$ cat src/game_params.svh
/*
 * Sizes and timing constants of the piano game core.
 * Included by the package, the RTL blocks and the testbench so that
 * every width and the key-press timeout come from one place.
 */
`ifndef GAME_PARAMS_SVH
`define GAME_PARAMS_SVH

// Width of a note code, 0 is no note and 1 to 12 are the keys
`define NOTE_W 4

// Song index width, 32 notes
`define ADDR_W 5

// Number of note keys on the board
`define NUM_KEYS 12

// Width of the score counter
`define SCORE_W 8

// Clocks allowed for a key press before the game is lost
`define TIMEOUT_CYCLES 64

`endif

$ cat src/piano_pkg.sv
/*
 * Shared types of the piano game core.
 * Import it into modules that handle notes, song addresses or the
 * game state, the testbench uses the state enum for its messages.
 */
`include "game_params.svh"

package piano_pkg;

    // Note code as stored in the song and decoded from the keys
    typedef logic [`NOTE_W-1:0] note_t;

    // Song index, also used for the round and the song length
    typedef logic [`ADDR_W-1:0] addr_t;

    // Game controller states
    typedef enum logic [2:0] {
        IDLE,
        FETCH,
        WAIT_KEY,
        CHECK,
        WON,
        LOST
    } game_state_t;

endpackage

$ cat src/step_if.sv
/*
 * Command and status link between the game FSM and the counters.
 * The FSM takes the ctrl side, the counter block takes the count side.
 */
`timescale 1ns/1ps

interface step_if;

    // Commands from the FSM
    logic clear_all;
    logic next_note;
    logic next_round;

    // Status from the counters
    logic round_end;
    logic last_round;
    logic timeout;

    modport ctrl (
        output clear_all, next_note, next_round,
        input  round_end, last_round, timeout
    );

    modport count (
        input  clear_all, next_note, next_round,
        output round_end, last_round, timeout
    );

endinterface

$ cat src/key_capture.sv
/*
 * Key front end of the piano game.
 * Turns the key vector into a note code and gives a one-cycle press
 * pulse for every new key-down. Keys must already be clean and synchronous.
 */
`timescale 1ns/1ps
`include "game_params.svh"

module key_capture import piano_pkg::*; (
    input  logic                 clock,
    input  logic                 rst,
    input  logic [`NUM_KEYS-1:0] keys,
    output logic                 press,
    output note_t                note
);

    logic  any_down;
    logic  any_prev;
    note_t enc_note;

    assign any_down = |keys;

    // Priority encoder, the lowest key index wins
    always_comb begin
        enc_note = '0;
        for (int i = `NUM_KEYS - 1; i >= 0; i--) begin
            if (keys[i]) begin
                enc_note = note_t'(i + 1);
            end
        end
    end

    // Press only on the rising edge of any-key-down
    always_ff @(posedge clock) begin
        if (rst) begin
            any_prev <= 1'b0;
            press    <= 1'b0;
        end else begin
            any_prev <= any_down;
            press    <= any_down & ~any_prev;
        end
    end

    // Note is latched together with the press
    always_ff @(posedge clock) begin
        if (any_down && !any_prev) begin
            note <= enc_note;
        end
    end

endmodule

$ cat src/song_mem.sv
/*
 * Song RAM of the piano game.
 * A host loads and reads notes over a Wishbone classic slave port,
 * and the game reads the expected note through a registered port
 * that follows its address by one clock.
 */
`timescale 1ns/1ps
`include "game_params.svh"

module song_mem import piano_pkg::*; (
    input  logic  clock,

    // Wishbone classic slave
    input  logic  wb_cyc,
    input  logic  wb_stb,
    input  logic  wb_we,
    input  addr_t wb_adr,
    input  note_t wb_dat_w,
    output note_t wb_dat_r,
    output logic  wb_ack,

    // Game read port
    input  addr_t rd_addr,
    output note_t rd_note
);

    localparam int DEPTH = 1 << `ADDR_W;

    note_t mem [0:DEPTH-1];
    logic  wb_req;

    assign wb_req = wb_cyc & wb_stb;

    // One ack per request, it falls by itself the clock after
    always_ff @(posedge clock) begin
        wb_ack <= wb_req & ~wb_ack;
    end

    // Host side, write and read on the edge that raises the ack
    always_ff @(posedge clock) begin
        if (wb_req && !wb_ack) begin
            if (wb_we) begin
                mem[wb_adr] <= wb_dat_w;
            end
            wb_dat_r <= mem[wb_adr];
        end
    end

    // Game side
    always_ff @(posedge clock) begin
        rd_note <= mem[rd_addr];
    end

    stb_in_cycle: assert property (@(posedge clock)
        wb_stb |-> wb_cyc)
        else $error("wb_stb raised outside a bus cycle");

endmodule

$ cat src/game_counters.sv
/*
 * Counters of the piano game.
 * Keeps the note address, the round, the score and the key timeout
 * timer, steered by the FSM commands and reporting the round status.
 */
`timescale 1ns/1ps
`include "game_params.svh"

module game_counters import piano_pkg::*; (
    input  logic                clock,
    input  logic                rst,
    input  addr_t               song_len,
    step_if.count               step,
    output addr_t               addr,
    output addr_t               round,
    output logic [`SCORE_W-1:0] score
);

    localparam int TMR_W = $clog2(`TIMEOUT_CYCLES + 1);

    logic [TMR_W-1:0] timer;
    logic             advance;

    assign advance = step.next_note | step.next_round;

    always_ff @(posedge clock) begin
        if (rst || step.clear_all) begin
            addr  <= '0;
            round <= '0;
            score <= '0;
        end else begin
            if (step.next_round) begin
                addr  <= '0;
                round <= round + 1'b1;
            end else if (step.next_note) begin
                addr <= addr + 1'b1;
            end
            // Score holds at its maximum on long songs
            if (advance && score != '1) begin
                score <= score + 1'b1;
            end
        end
    end

    // Timeout timer, restarted on every step and held once it expires
    always_ff @(posedge clock) begin
        if (rst || step.clear_all || advance) begin
            timer <= '0;
        end else if (!step.timeout) begin
            timer <= timer + 1'b1;
        end
    end

    assign step.timeout    = (timer == TMR_W'(`TIMEOUT_CYCLES));
    assign step.round_end  = (addr == round);
    assign step.last_round = (round == addr_t'(song_len - 1'b1));

endmodule

$ cat src/note_judge.sv
/*
 * Note judge of the piano game.
 * Captures the played note while the FSM listens and compares it
 * with the expected note from the song RAM.
 */
`timescale 1ns/1ps

module note_judge import piano_pkg::*; (
    input  logic  clock,
    input  logic  rst,
    input  logic  press,
    input  note_t note,
    input  logic  listen,
    input  note_t expected,
    output note_t played_note,
    output logic  match
);

    logic take;

    // Presses outside the listen window are dropped
    assign take = press & listen;

    always_ff @(posedge clock) begin
        if (rst) begin
            played_note <= '0;
        end else if (take) begin
            played_note <= note;
        end
    end

    // A blank note never matches, even against an empty song slot
    assign match = (played_note == expected) && (played_note != '0);

endmodule

$ cat src/game_fsm.sv
/*
 * Game controller of the piano game.
 * Runs the rounds from start to a win or a loss, tells the judge when
 * to listen and steps the counters through the step link.
 * busy is high while a game runs, won and lost hold until the next start.
 */
`timescale 1ns/1ps

module game_fsm import piano_pkg::*; (
    input  logic  clock,
    input  logic  rst,
    input  logic  start,
    input  logic  press,
    input  logic  match,
    step_if.ctrl  step,
    output logic  listen,
    output logic  busy,
    output logic  won,
    output logic  lost
);

    game_state_t state;
    game_state_t state_next;

    always_comb begin
        state_next      = state;
        step.clear_all  = 1'b0;
        step.next_note  = 1'b0;
        step.next_round = 1'b0;

        unique case (state)
            IDLE, WON, LOST: begin
                if (start) begin
                    step.clear_all = 1'b1;
                    state_next     = FETCH;
                end
            end

            // One cycle for the registered RAM read
            FETCH: begin
                state_next = WAIT_KEY;
            end

            WAIT_KEY: begin
                if (press) begin
                    state_next = CHECK;
                end else if (step.timeout) begin
                    state_next = LOST;
                end
            end

            CHECK: begin
                if (!match) begin
                    state_next = LOST;
                end else if (step.round_end && step.last_round) begin
                    // Final note still counts toward the score
                    step.next_note = 1'b1;
                    state_next     = WON;
                end else if (step.round_end) begin
                    step.next_round = 1'b1;
                    state_next      = FETCH;
                end else begin
                    step.next_note = 1'b1;
                    state_next     = FETCH;
                end
            end

            default: begin
                state_next = IDLE;
            end
        endcase
    end

    always_ff @(posedge clock) begin
        if (rst) begin
            state <= IDLE;
            won   <= 1'b0;
            lost  <= 1'b0;
        end else begin
            state <= state_next;
            won   <= (state_next == WON);
            lost  <= (state_next == LOST);
        end
    end

    assign listen = (state == WAIT_KEY);
    assign busy   = (state == FETCH) || (state == WAIT_KEY) || (state == CHECK);

    fetch_fresh_timer: assert property (@(posedge clock) disable iff (rst)
        (state == FETCH) |-> !step.timeout)
        else $error("key timer not restarted on entry to FETCH");

endmodule

$ cat src/piano_game.sv
/*
 * Top level of the piano game core.
 * Connects key capture, song RAM, counters, note judge and the FSM.
 * The host loads the song over Wishbone, sets song_len and pulses start.
 */
`timescale 1ns/1ps
`include "game_params.svh"

module piano_game import piano_pkg::*; (
    input  logic                 clock,
    input  logic                 rst,

    // Player and game setup
    input  logic [`NUM_KEYS-1:0] keys,
    input  logic                 start,
    input  addr_t                song_len,

    // Wishbone classic slave
    input  logic                 wb_cyc,
    input  logic                 wb_stb,
    input  logic                 wb_we,
    input  addr_t                wb_adr,
    input  note_t                wb_dat_w,
    output note_t                wb_dat_r,
    output logic                 wb_ack,

    // Game status
    output logic                 busy,
    output logic                 won,
    output logic                 lost,
    output addr_t                round,
    output logic [`SCORE_W-1:0]  score,
    output note_t                expected_note,
    output note_t                played_note
);

    logic  press;
    note_t note;
    logic  listen;
    logic  match;
    addr_t addr;

    step_if step ();

    key_capture u_keys (
        .clock (clock),
        .rst   (rst),
        .keys  (keys),
        .press (press),
        .note  (note)
    );

    // Expected note comes straight from the game read port
    song_mem u_mem (
        .clock    (clock),
        .wb_cyc   (wb_cyc),
        .wb_stb   (wb_stb),
        .wb_we    (wb_we),
        .wb_adr   (wb_adr),
        .wb_dat_w (wb_dat_w),
        .wb_dat_r (wb_dat_r),
        .wb_ack   (wb_ack),
        .rd_addr  (addr),
        .rd_note  (expected_note)
    );

    game_counters u_cnt (
        .clock    (clock),
        .rst      (rst),
        .song_len (song_len),
        .step     (step.count),
        .addr     (addr),
        .round    (round),
        .score    (score)
    );

    note_judge u_judge (
        .clock       (clock),
        .rst         (rst),
        .press       (press),
        .note        (note),
        .listen      (listen),
        .expected    (expected_note),
        .played_note (played_note),
        .match       (match)
    );

    game_fsm u_fsm (
        .clock  (clock),
        .rst    (rst),
        .start  (start),
        .press  (press),
        .match  (match),
        .step   (step.ctrl),
        .listen (listen),
        .busy   (busy),
        .won    (won),
        .lost   (lost)
    );

endmodule

$ cat config.mk
export PLATFORM = sky130hd
export DESIGN_NAME = piano_game
export DESIGN_NICKNAME = d
export VERILOG_FILES = /design/src/piano_pkg.sv /design/src/step_if.sv /design/src/key_capture.sv /design/src/song_mem.sv /design/src/game_counters.sv /design/src/note_judge.sv /design/src/game_fsm.sv /design/src/piano_game.sv
export VERILOG_INCLUDE_DIRS = /design/src
export SDC_FILE = /design/constraint.sdc
export NUM_CORES = 1
export LEC_CHECK = 0
export BUFFER_PORTS_ARGS = -buffer_cell sky130_fd_sc_hd__buf_4
export CAP_MARGIN = 5
export CORE_ASPECT_RATIO = 1.2
export CORE_MARGIN = 5
export CORE_UTILIZATION = 35
export CTS_BUF_LIST = sky130_fd_sc_hd__clkbuf_2 sky130_fd_sc_hd__clkbuf_4 sky130_fd_sc_hd__clkbuf_8
export DETAILED_ROUTE_END_ITERATION = 8
export HOLD_SLACK_MARGIN = 0.15
export PLACE_DENSITY = 0.59
export REMOVE_ABC_BUFFERS = 1
export SLEW_MARGIN = 5
export SYNTH_ARGS = -nofsm -noshare
export SYNTH_HDL_FRONTEND = slang
export SYNTH_SLANG_ARGS = --single-unit
$ cat constraint.sdc
create_clock -name clock -period 2.9 [get_ports clock]
set_input_delay 0 -clock clock [delete_from_list [all_inputs] [get_ports clock]]
set_output_delay 0 -clock clock [all_outputs]
set_load 0.02 [all_outputs]
# ---- Word-level counts from Yosys, hierarchy flattened
# Memory sizes are Yosys's and may differ from the RTL's. A register that Yosys moved wholly into a read port is not among the register bits.
# Index checks and enable logic that the tools add are counted.
dict set report totals {
  register_bits 41
  wordCells 87
  mem_bits_rw 128
  memories 1
  output_inout_bits 29
  inputBits 32
}
dict set report op_classes {
  n_reduce_logical 18
  n_addsub 5
  n_bitwise 7
  eq_ne 12
  muxes 30
}
# name depth width read_ports rd_clocked_by_memory_dff wr line
set mem_list {}
lappend mem_list {u_mem.mem 32 4 2 2 1 song_mem.sv:29} ;# note_t mem [0:DEPTH-1];
# operator n
set ops {}
lappend ops {{3-bit 2-to-1 mux} 9}
lappend ops {{4-bit 2-to-1 mux} 5}
lappend ops {{1-bit 2-to-1 mux} 13}
lappend ops {{3-bit equality test, second input constant} 4}
lappend ops {{3-bit one-hot mux with 4 select lines} 1}
lappend ops {{12-bit OR reduction} 1}
lappend ops {{5-bit by 1-bit adder with 5-bit output, second input constant} 2}
lappend ops {{5-bit equality test} 2}
lappend ops {{8-bit by 1-bit adder with 8-bit output, second input constant} 1}
lappend ops {{8-bit != test, second input constant} 1}
lappend ops {{7-bit by 1-bit adder with 7-bit output, second input constant} 1}
lappend ops {{7-bit equality test, second input constant} 1}
lappend ops {{7-bit OR reduction} 1}
lappend ops {{3-bit by 2-bit equality test with 1-bit output, second input constant} 2}
lappend ops {{3-bit OR reduction} 2}
lappend ops {{1-bit logical AND} 5}
lappend ops {{5-bit by 1-bit subtractor with 5-bit output, second input constant} 1}
lappend ops {{1-bit AND} 4}
lappend ops {{4-bit equality test} 1}
lappend ops {{1-bit logical OR} 4}
lappend ops {{2-bit 2-to-1 mux} 2}
lappend ops {{4-bit nonzero test} 1}
lappend ops {{3-bit by 1-bit equality test with 1-bit output, second input constant} 1}
lappend ops {{3-bit logical NOT} 1}
lappend ops {{other kinds (4)} 6}

# ---- Longest topological paths before layout
dict set report depth {
  word_depth 11
  ltp_mapped 8
  mapped_depth_nobuf 7
}

# ---- By module
# Synthesis repeated with hierarchy kept, for this count alone.
dict set report unflattened {
  hier_cells 541
  hier_area_um2 8396.8
}
# mod area_per_inst_um2 n_inst cells_each seq_area_each_um2
set modules_own_cells {}
lappend modules_own_cells {song_mem 6268.5 1 309 4063.9}
lappend modules_own_cells {game_counters 1325.0 1 143 500.5}
lappend modules_own_cells {key_capture 326.6 1 32 160.2}
lappend modules_own_cells {game_fsm 286.5 1 33 100.1}
lappend modules_own_cells {note_judge 190.2 1 24 80.1}

# ---- Worst setup path before layout
# OpenSTA, ideal clock, no wires.
dict set report synth_path {
  path_kind {register to register}
  startpoint {register u_cnt.addr[1]}
  endpoint {register u_mem.rd_note[0], read port of u_mem.mem}
  required_time_ps 2779
  synth_period_minus_slack_ps 2096
  n_path_buf 2
  t_arrival_ps 1975
  slack_ps 804
  setup_ps 121
  path_stages_with_launch 6
  cell_sequence {dfxtp_1 clkbuf_1 clkbuf_1 mux4_2 mux4_2 mux2_2}
}
# element line
set synth_lines {}
lappend synth_lines {{start, declared} game_counters.sv:14} ;# output addr_t addr,
lappend synth_lines {{start signal, assigned} game_counters.sv:36} ;# addr <= addr + 1'b1;
lappend synth_lines {{end, declared} song_mem.sv:24} ;# output note_t rd_note

# ---- Final worst setup path
dict set report layout_path {
  startpoint {input keys[4]}
  endpoint {register u_keys.note[3] (data pin)}
}
dict set report layout_between {
  elab_chain_len 1
}
# element line
set layout_rtl {}
lappend layout_rtl {{start, declared} piano_game.sv:14} ;# input logic [`NUM_KEYS-1:0] keys,
lappend layout_rtl {{7-bit OR reduction (no line)} n/a}
lappend layout_rtl {{end signal, assigned} key_capture.sv:47} ;# note <= enc_note;
lappend layout_rtl {{end, declared} key_capture.sv:14} ;# output note_t note
# No other way between the ends.
# A chain may end at the register's enable or synchronous reset.

==> impl_metrics.json <==
{
  "hpwl_um": 14500,
  "critPathMaxFanout": 3,
  "core_sq_um": 23900,
  "vias_per_cell": 5.59,
  "slew_headroom_pct": 53.7,
  "rsz0062_at_grt": "false",
  "dp_slack_ns": 0.760,
  "clock-root-buffer": "clkbuf_8",
  "synth_edf_count": 136,
  "synth_top_area_share_pct": 48.1,
  "cp_num_buf_inv": 5,
  "row_count": 62,
  "antenna_found_initial": 1,
  "holdWs_ns": 0.191,
  "grt_pass1_wl_um": 32400,
  "yosys_warnings": 0,
  "grt_pass1_vias": 5639,
  "worst_ep_required_time_ns": 3.23,
  "worstSetupEndpointType": "register",
  "antennaDiodeCount": 0,
  "vdd_drop_max_mv": 0.266,
  "drt_iter0_markers": 478,
  "dpl.cell_count": 937,
  "synth_seq_cells": 177,
  "cpPeakStageDelay_ns": 0.61,
  "clkSinkCount": 177,
  "cts_tree": "done",
  "port_buffers": 60,
  "max_cap_violations": 0,
  "grt_usage_pct": 15.2,
  "die_h_um": 181,
  "design_area_sq_um": 9890,
  "synth.area.top_cells": "edfxtp_1 (48%), mux4_2 (19%), dfxtp_1 (9.7%)",
  "seqCellArea_sq_um": 4910,
  "grt_remaining_overflow": 0,
  "yosys.cell_types.count": 52,
  "avgSynthCellArea_sq_um": 14.5,
  "min_period_ns": 2.50,
  "slew_viol_final": 0,
  "start_util_pct": 35.5,
  "ios": 61,
  "path_cells": "dlygate4sd3_1 -> buf_4 -> nor4_1 -> dlygate4sd3_1 -> nand2_1 -> dlygate4sd3_1 -> a31oi_1 -> dlygate4sd3_1",
  "syn-instance-count": 584,
  "numCtsBuffers": 17,
  "multi_input_area_sq_um": 3370,
  "cts_max_level": 4,
  "clkTransAtPathRegs_ns": 0.09,
  "finalWorstSetupSlack_ns": 0.401,
  "max_freq_mhz": 400,
  "clk_latency_ns": 0.46,
  "grt_start_max_net_pins": 37,
  "synthArstFlopShare_pct": 0,
  "synth_largest_area_cell": "edfxtp_1",
  "crit_type": "input pin to register",
  "worstMarginPinSlew_ns": 0.693,
  "dieArea_sq_um": 27500,
  "drive_gt1_share_pct": 26.6,
  "fin_crit_sh_pct": 86.2,
  "wirelength_um": 20800,
  "crit_path_start_kind": "input pin",
  "worst_path_max_delay_cell": "dlygate4sd3_1",
  "status": "complete, no violations",
  "setup_viol": 0,
  "hp-class": "input pin to register",
  "antenna_left": 0,
  "powerDensity_nw_per_um2": 490,
  "wire_per_inst_um": 20.9,
  "die_w_um": 152,
  "placed_area_sq_um": 9240,
  "syn_area_sq_um": 8490,
  "yosysMostFrequentCell": "edfxtp_1",
  "post_cts_buffers": 0,
  "instances_no_fill": 994,
  "vias": 5556,
  "leakagePower_uw": 0.00322,
  "utilization_pct": 41.4,
  "syn2layout_area_growth_pct": 16.6,
  "synth_seq_area_share_pct": 57.8,
  "crit_arrival_ns": 2.83,
  "ys_top_cells_by_count": "edfxtp_1 (136), mux4_2 (72), nor2_1 (65)",
  "path_delay_family": "buffers and inverters",
  "cp_common_cell": "dlygate4sd3_1",
  "clockBufferDepth": 2,
  "finalHoldViolations": 0,
  "final_nets": 699,
  "fin_skew_ns": 0.0160,
  "drt-pass1-iter-count": 5,
  "fill_cells": 2219,
  "globalplace.congestion": 0.884,
  "remaining_drc_errors": 0,
  "synth_flop_cell": "edfxtp_1"
}
==> layout make-up <==
cell class / instances / area share [%]
clock buffers: 18 / 2.44
clock inverters: 14 / 1.64
inverters: 13 / 0.493
multi-input cells: 360 / 34.1
flip-flops and latches: 177 / 49.6
well taps: 320 / 4.05
repair buffers: 92 / 7.74
==> worst register-to-register path: stages (launching register included) <==
cell and delay, ns:
dfxtp_1 0.50, nor4bb_1 0.27, o211ai_1 0.12, a311oi_1 0.30, buf_4 0.24, a31o_2 0.18
a21oi_1 0.06, dlygate4sd3_1 0.55
==> routing by layer <==
| metal | share of wire [%] | up-vias | wire length [um] | track usage [%] |
|---|---|---|---|---|
| met5 | 0.063 | - | 13 | 0 |
| met1 | 40 | 2842 | 8270 | 18.7 |
| met3 | 5.5 | 26 | 1140 | 3.05 |
| met2 | 53 | 224 | 11000 | 27.0 |
| li1 | - | 2462 | - | - |
| met4 | 1.6 | 2 | 322 | 4.39 |
==> flip-flops by register name, indices dropped and copies added (netlist names) <==
| signal | flops |
|---|---|
| u_fsm.won | 1 |
| u_judge.played_note | 4 |
| u_mem.wb_ack | 1 |
| u_mem.mem | 128 |
| u_fsm.lost | 1 |
| u_mem.wb_dat_r | 4 |
| u_mem.rd_note | 4 |
| u_cnt.timer | 7 |
| u_cnt.addr | 5 |
| u_keys.note | 4 |
| u_keys.any_prev | 1 |
| u_cnt.round | 5 |
| u_cnt.score | 8 |
| u_fsm.state | 3 |
| u_keys.press | 1 |
==> metrics by stage <==
stage | setup TNS, ns | total power [uW]
finish | 0 | 4850
global route | 0 | 5020
CTS | 0 | 4890
detailed placement | 0 | 3130
global placement | 0 | 3120
floorplan | -0.443 | 2960
==> layout by cell type, fill, tap and decap left out, types with 7 or more instances in the layout <==
cell,synthesis,final
mux2i_1,8,8
inv_1,13,13
nand4_1,7,7
xor2_1,10,10
mux4_2,72,72
dfxtp_1,41,40
and3_1,11,11
clkbuf_8,0,17
a21oi_1,23,23
edfxtp_1,136,136
nor3_1,11,11
nand2_1,22,22
o21ai_0,8,8
a22oi_1,8,8
nand3_1,14,14
nor2_1,65,65
xnor2_1,10,10
buf_4,0,66
dlygate4sd3_1,0,25
nor2b_1,12,12
==> cells by family (layout without fill, tap and decap cells) <==
group	count (synthesis)	in the layout	share of synthesized area [%]
XOR/XNOR	20	20	2.06
flip-flops	177	177	57.8
buffers and inverters	47	137	2.51
multiplexers	84	84	20.6
adder cells (fa/ha/maj)	6	6	0.885
AND/OR/NAND/NOR	181	181	10.8
AO/OA/AOI/OAI	69	69	5.40
==> path summary, 6_finish.rpt <==
check | depth (start not counted) | slack [ns] | from | endpoint
worst max-delay path | 8 | 0.40 | keys[4] | u_keys.note[3]
worst min-delay path | 3 | 0.19 | wb_adr[4] | u_mem.mem[4][1]
worst max register to register | 7 | 0.59 | u_cnt.round[2] | u_fsm.state[0]
worst min register to register | 1 | 0.44 | u_keys.any_prev | u_keys.press
==> what timing repair did <==
item	CTS	global route
endpoints found under the hold margin	202	0
gates resized for setup	0	0
hold buffers	25	0
==> report_power, final <==
group | switching, uW | internal [uW]
sequential | 15.9 | 2740
combinational | 188 | 146
clock | 898 | 860
(Power assumes the default switching activity.)
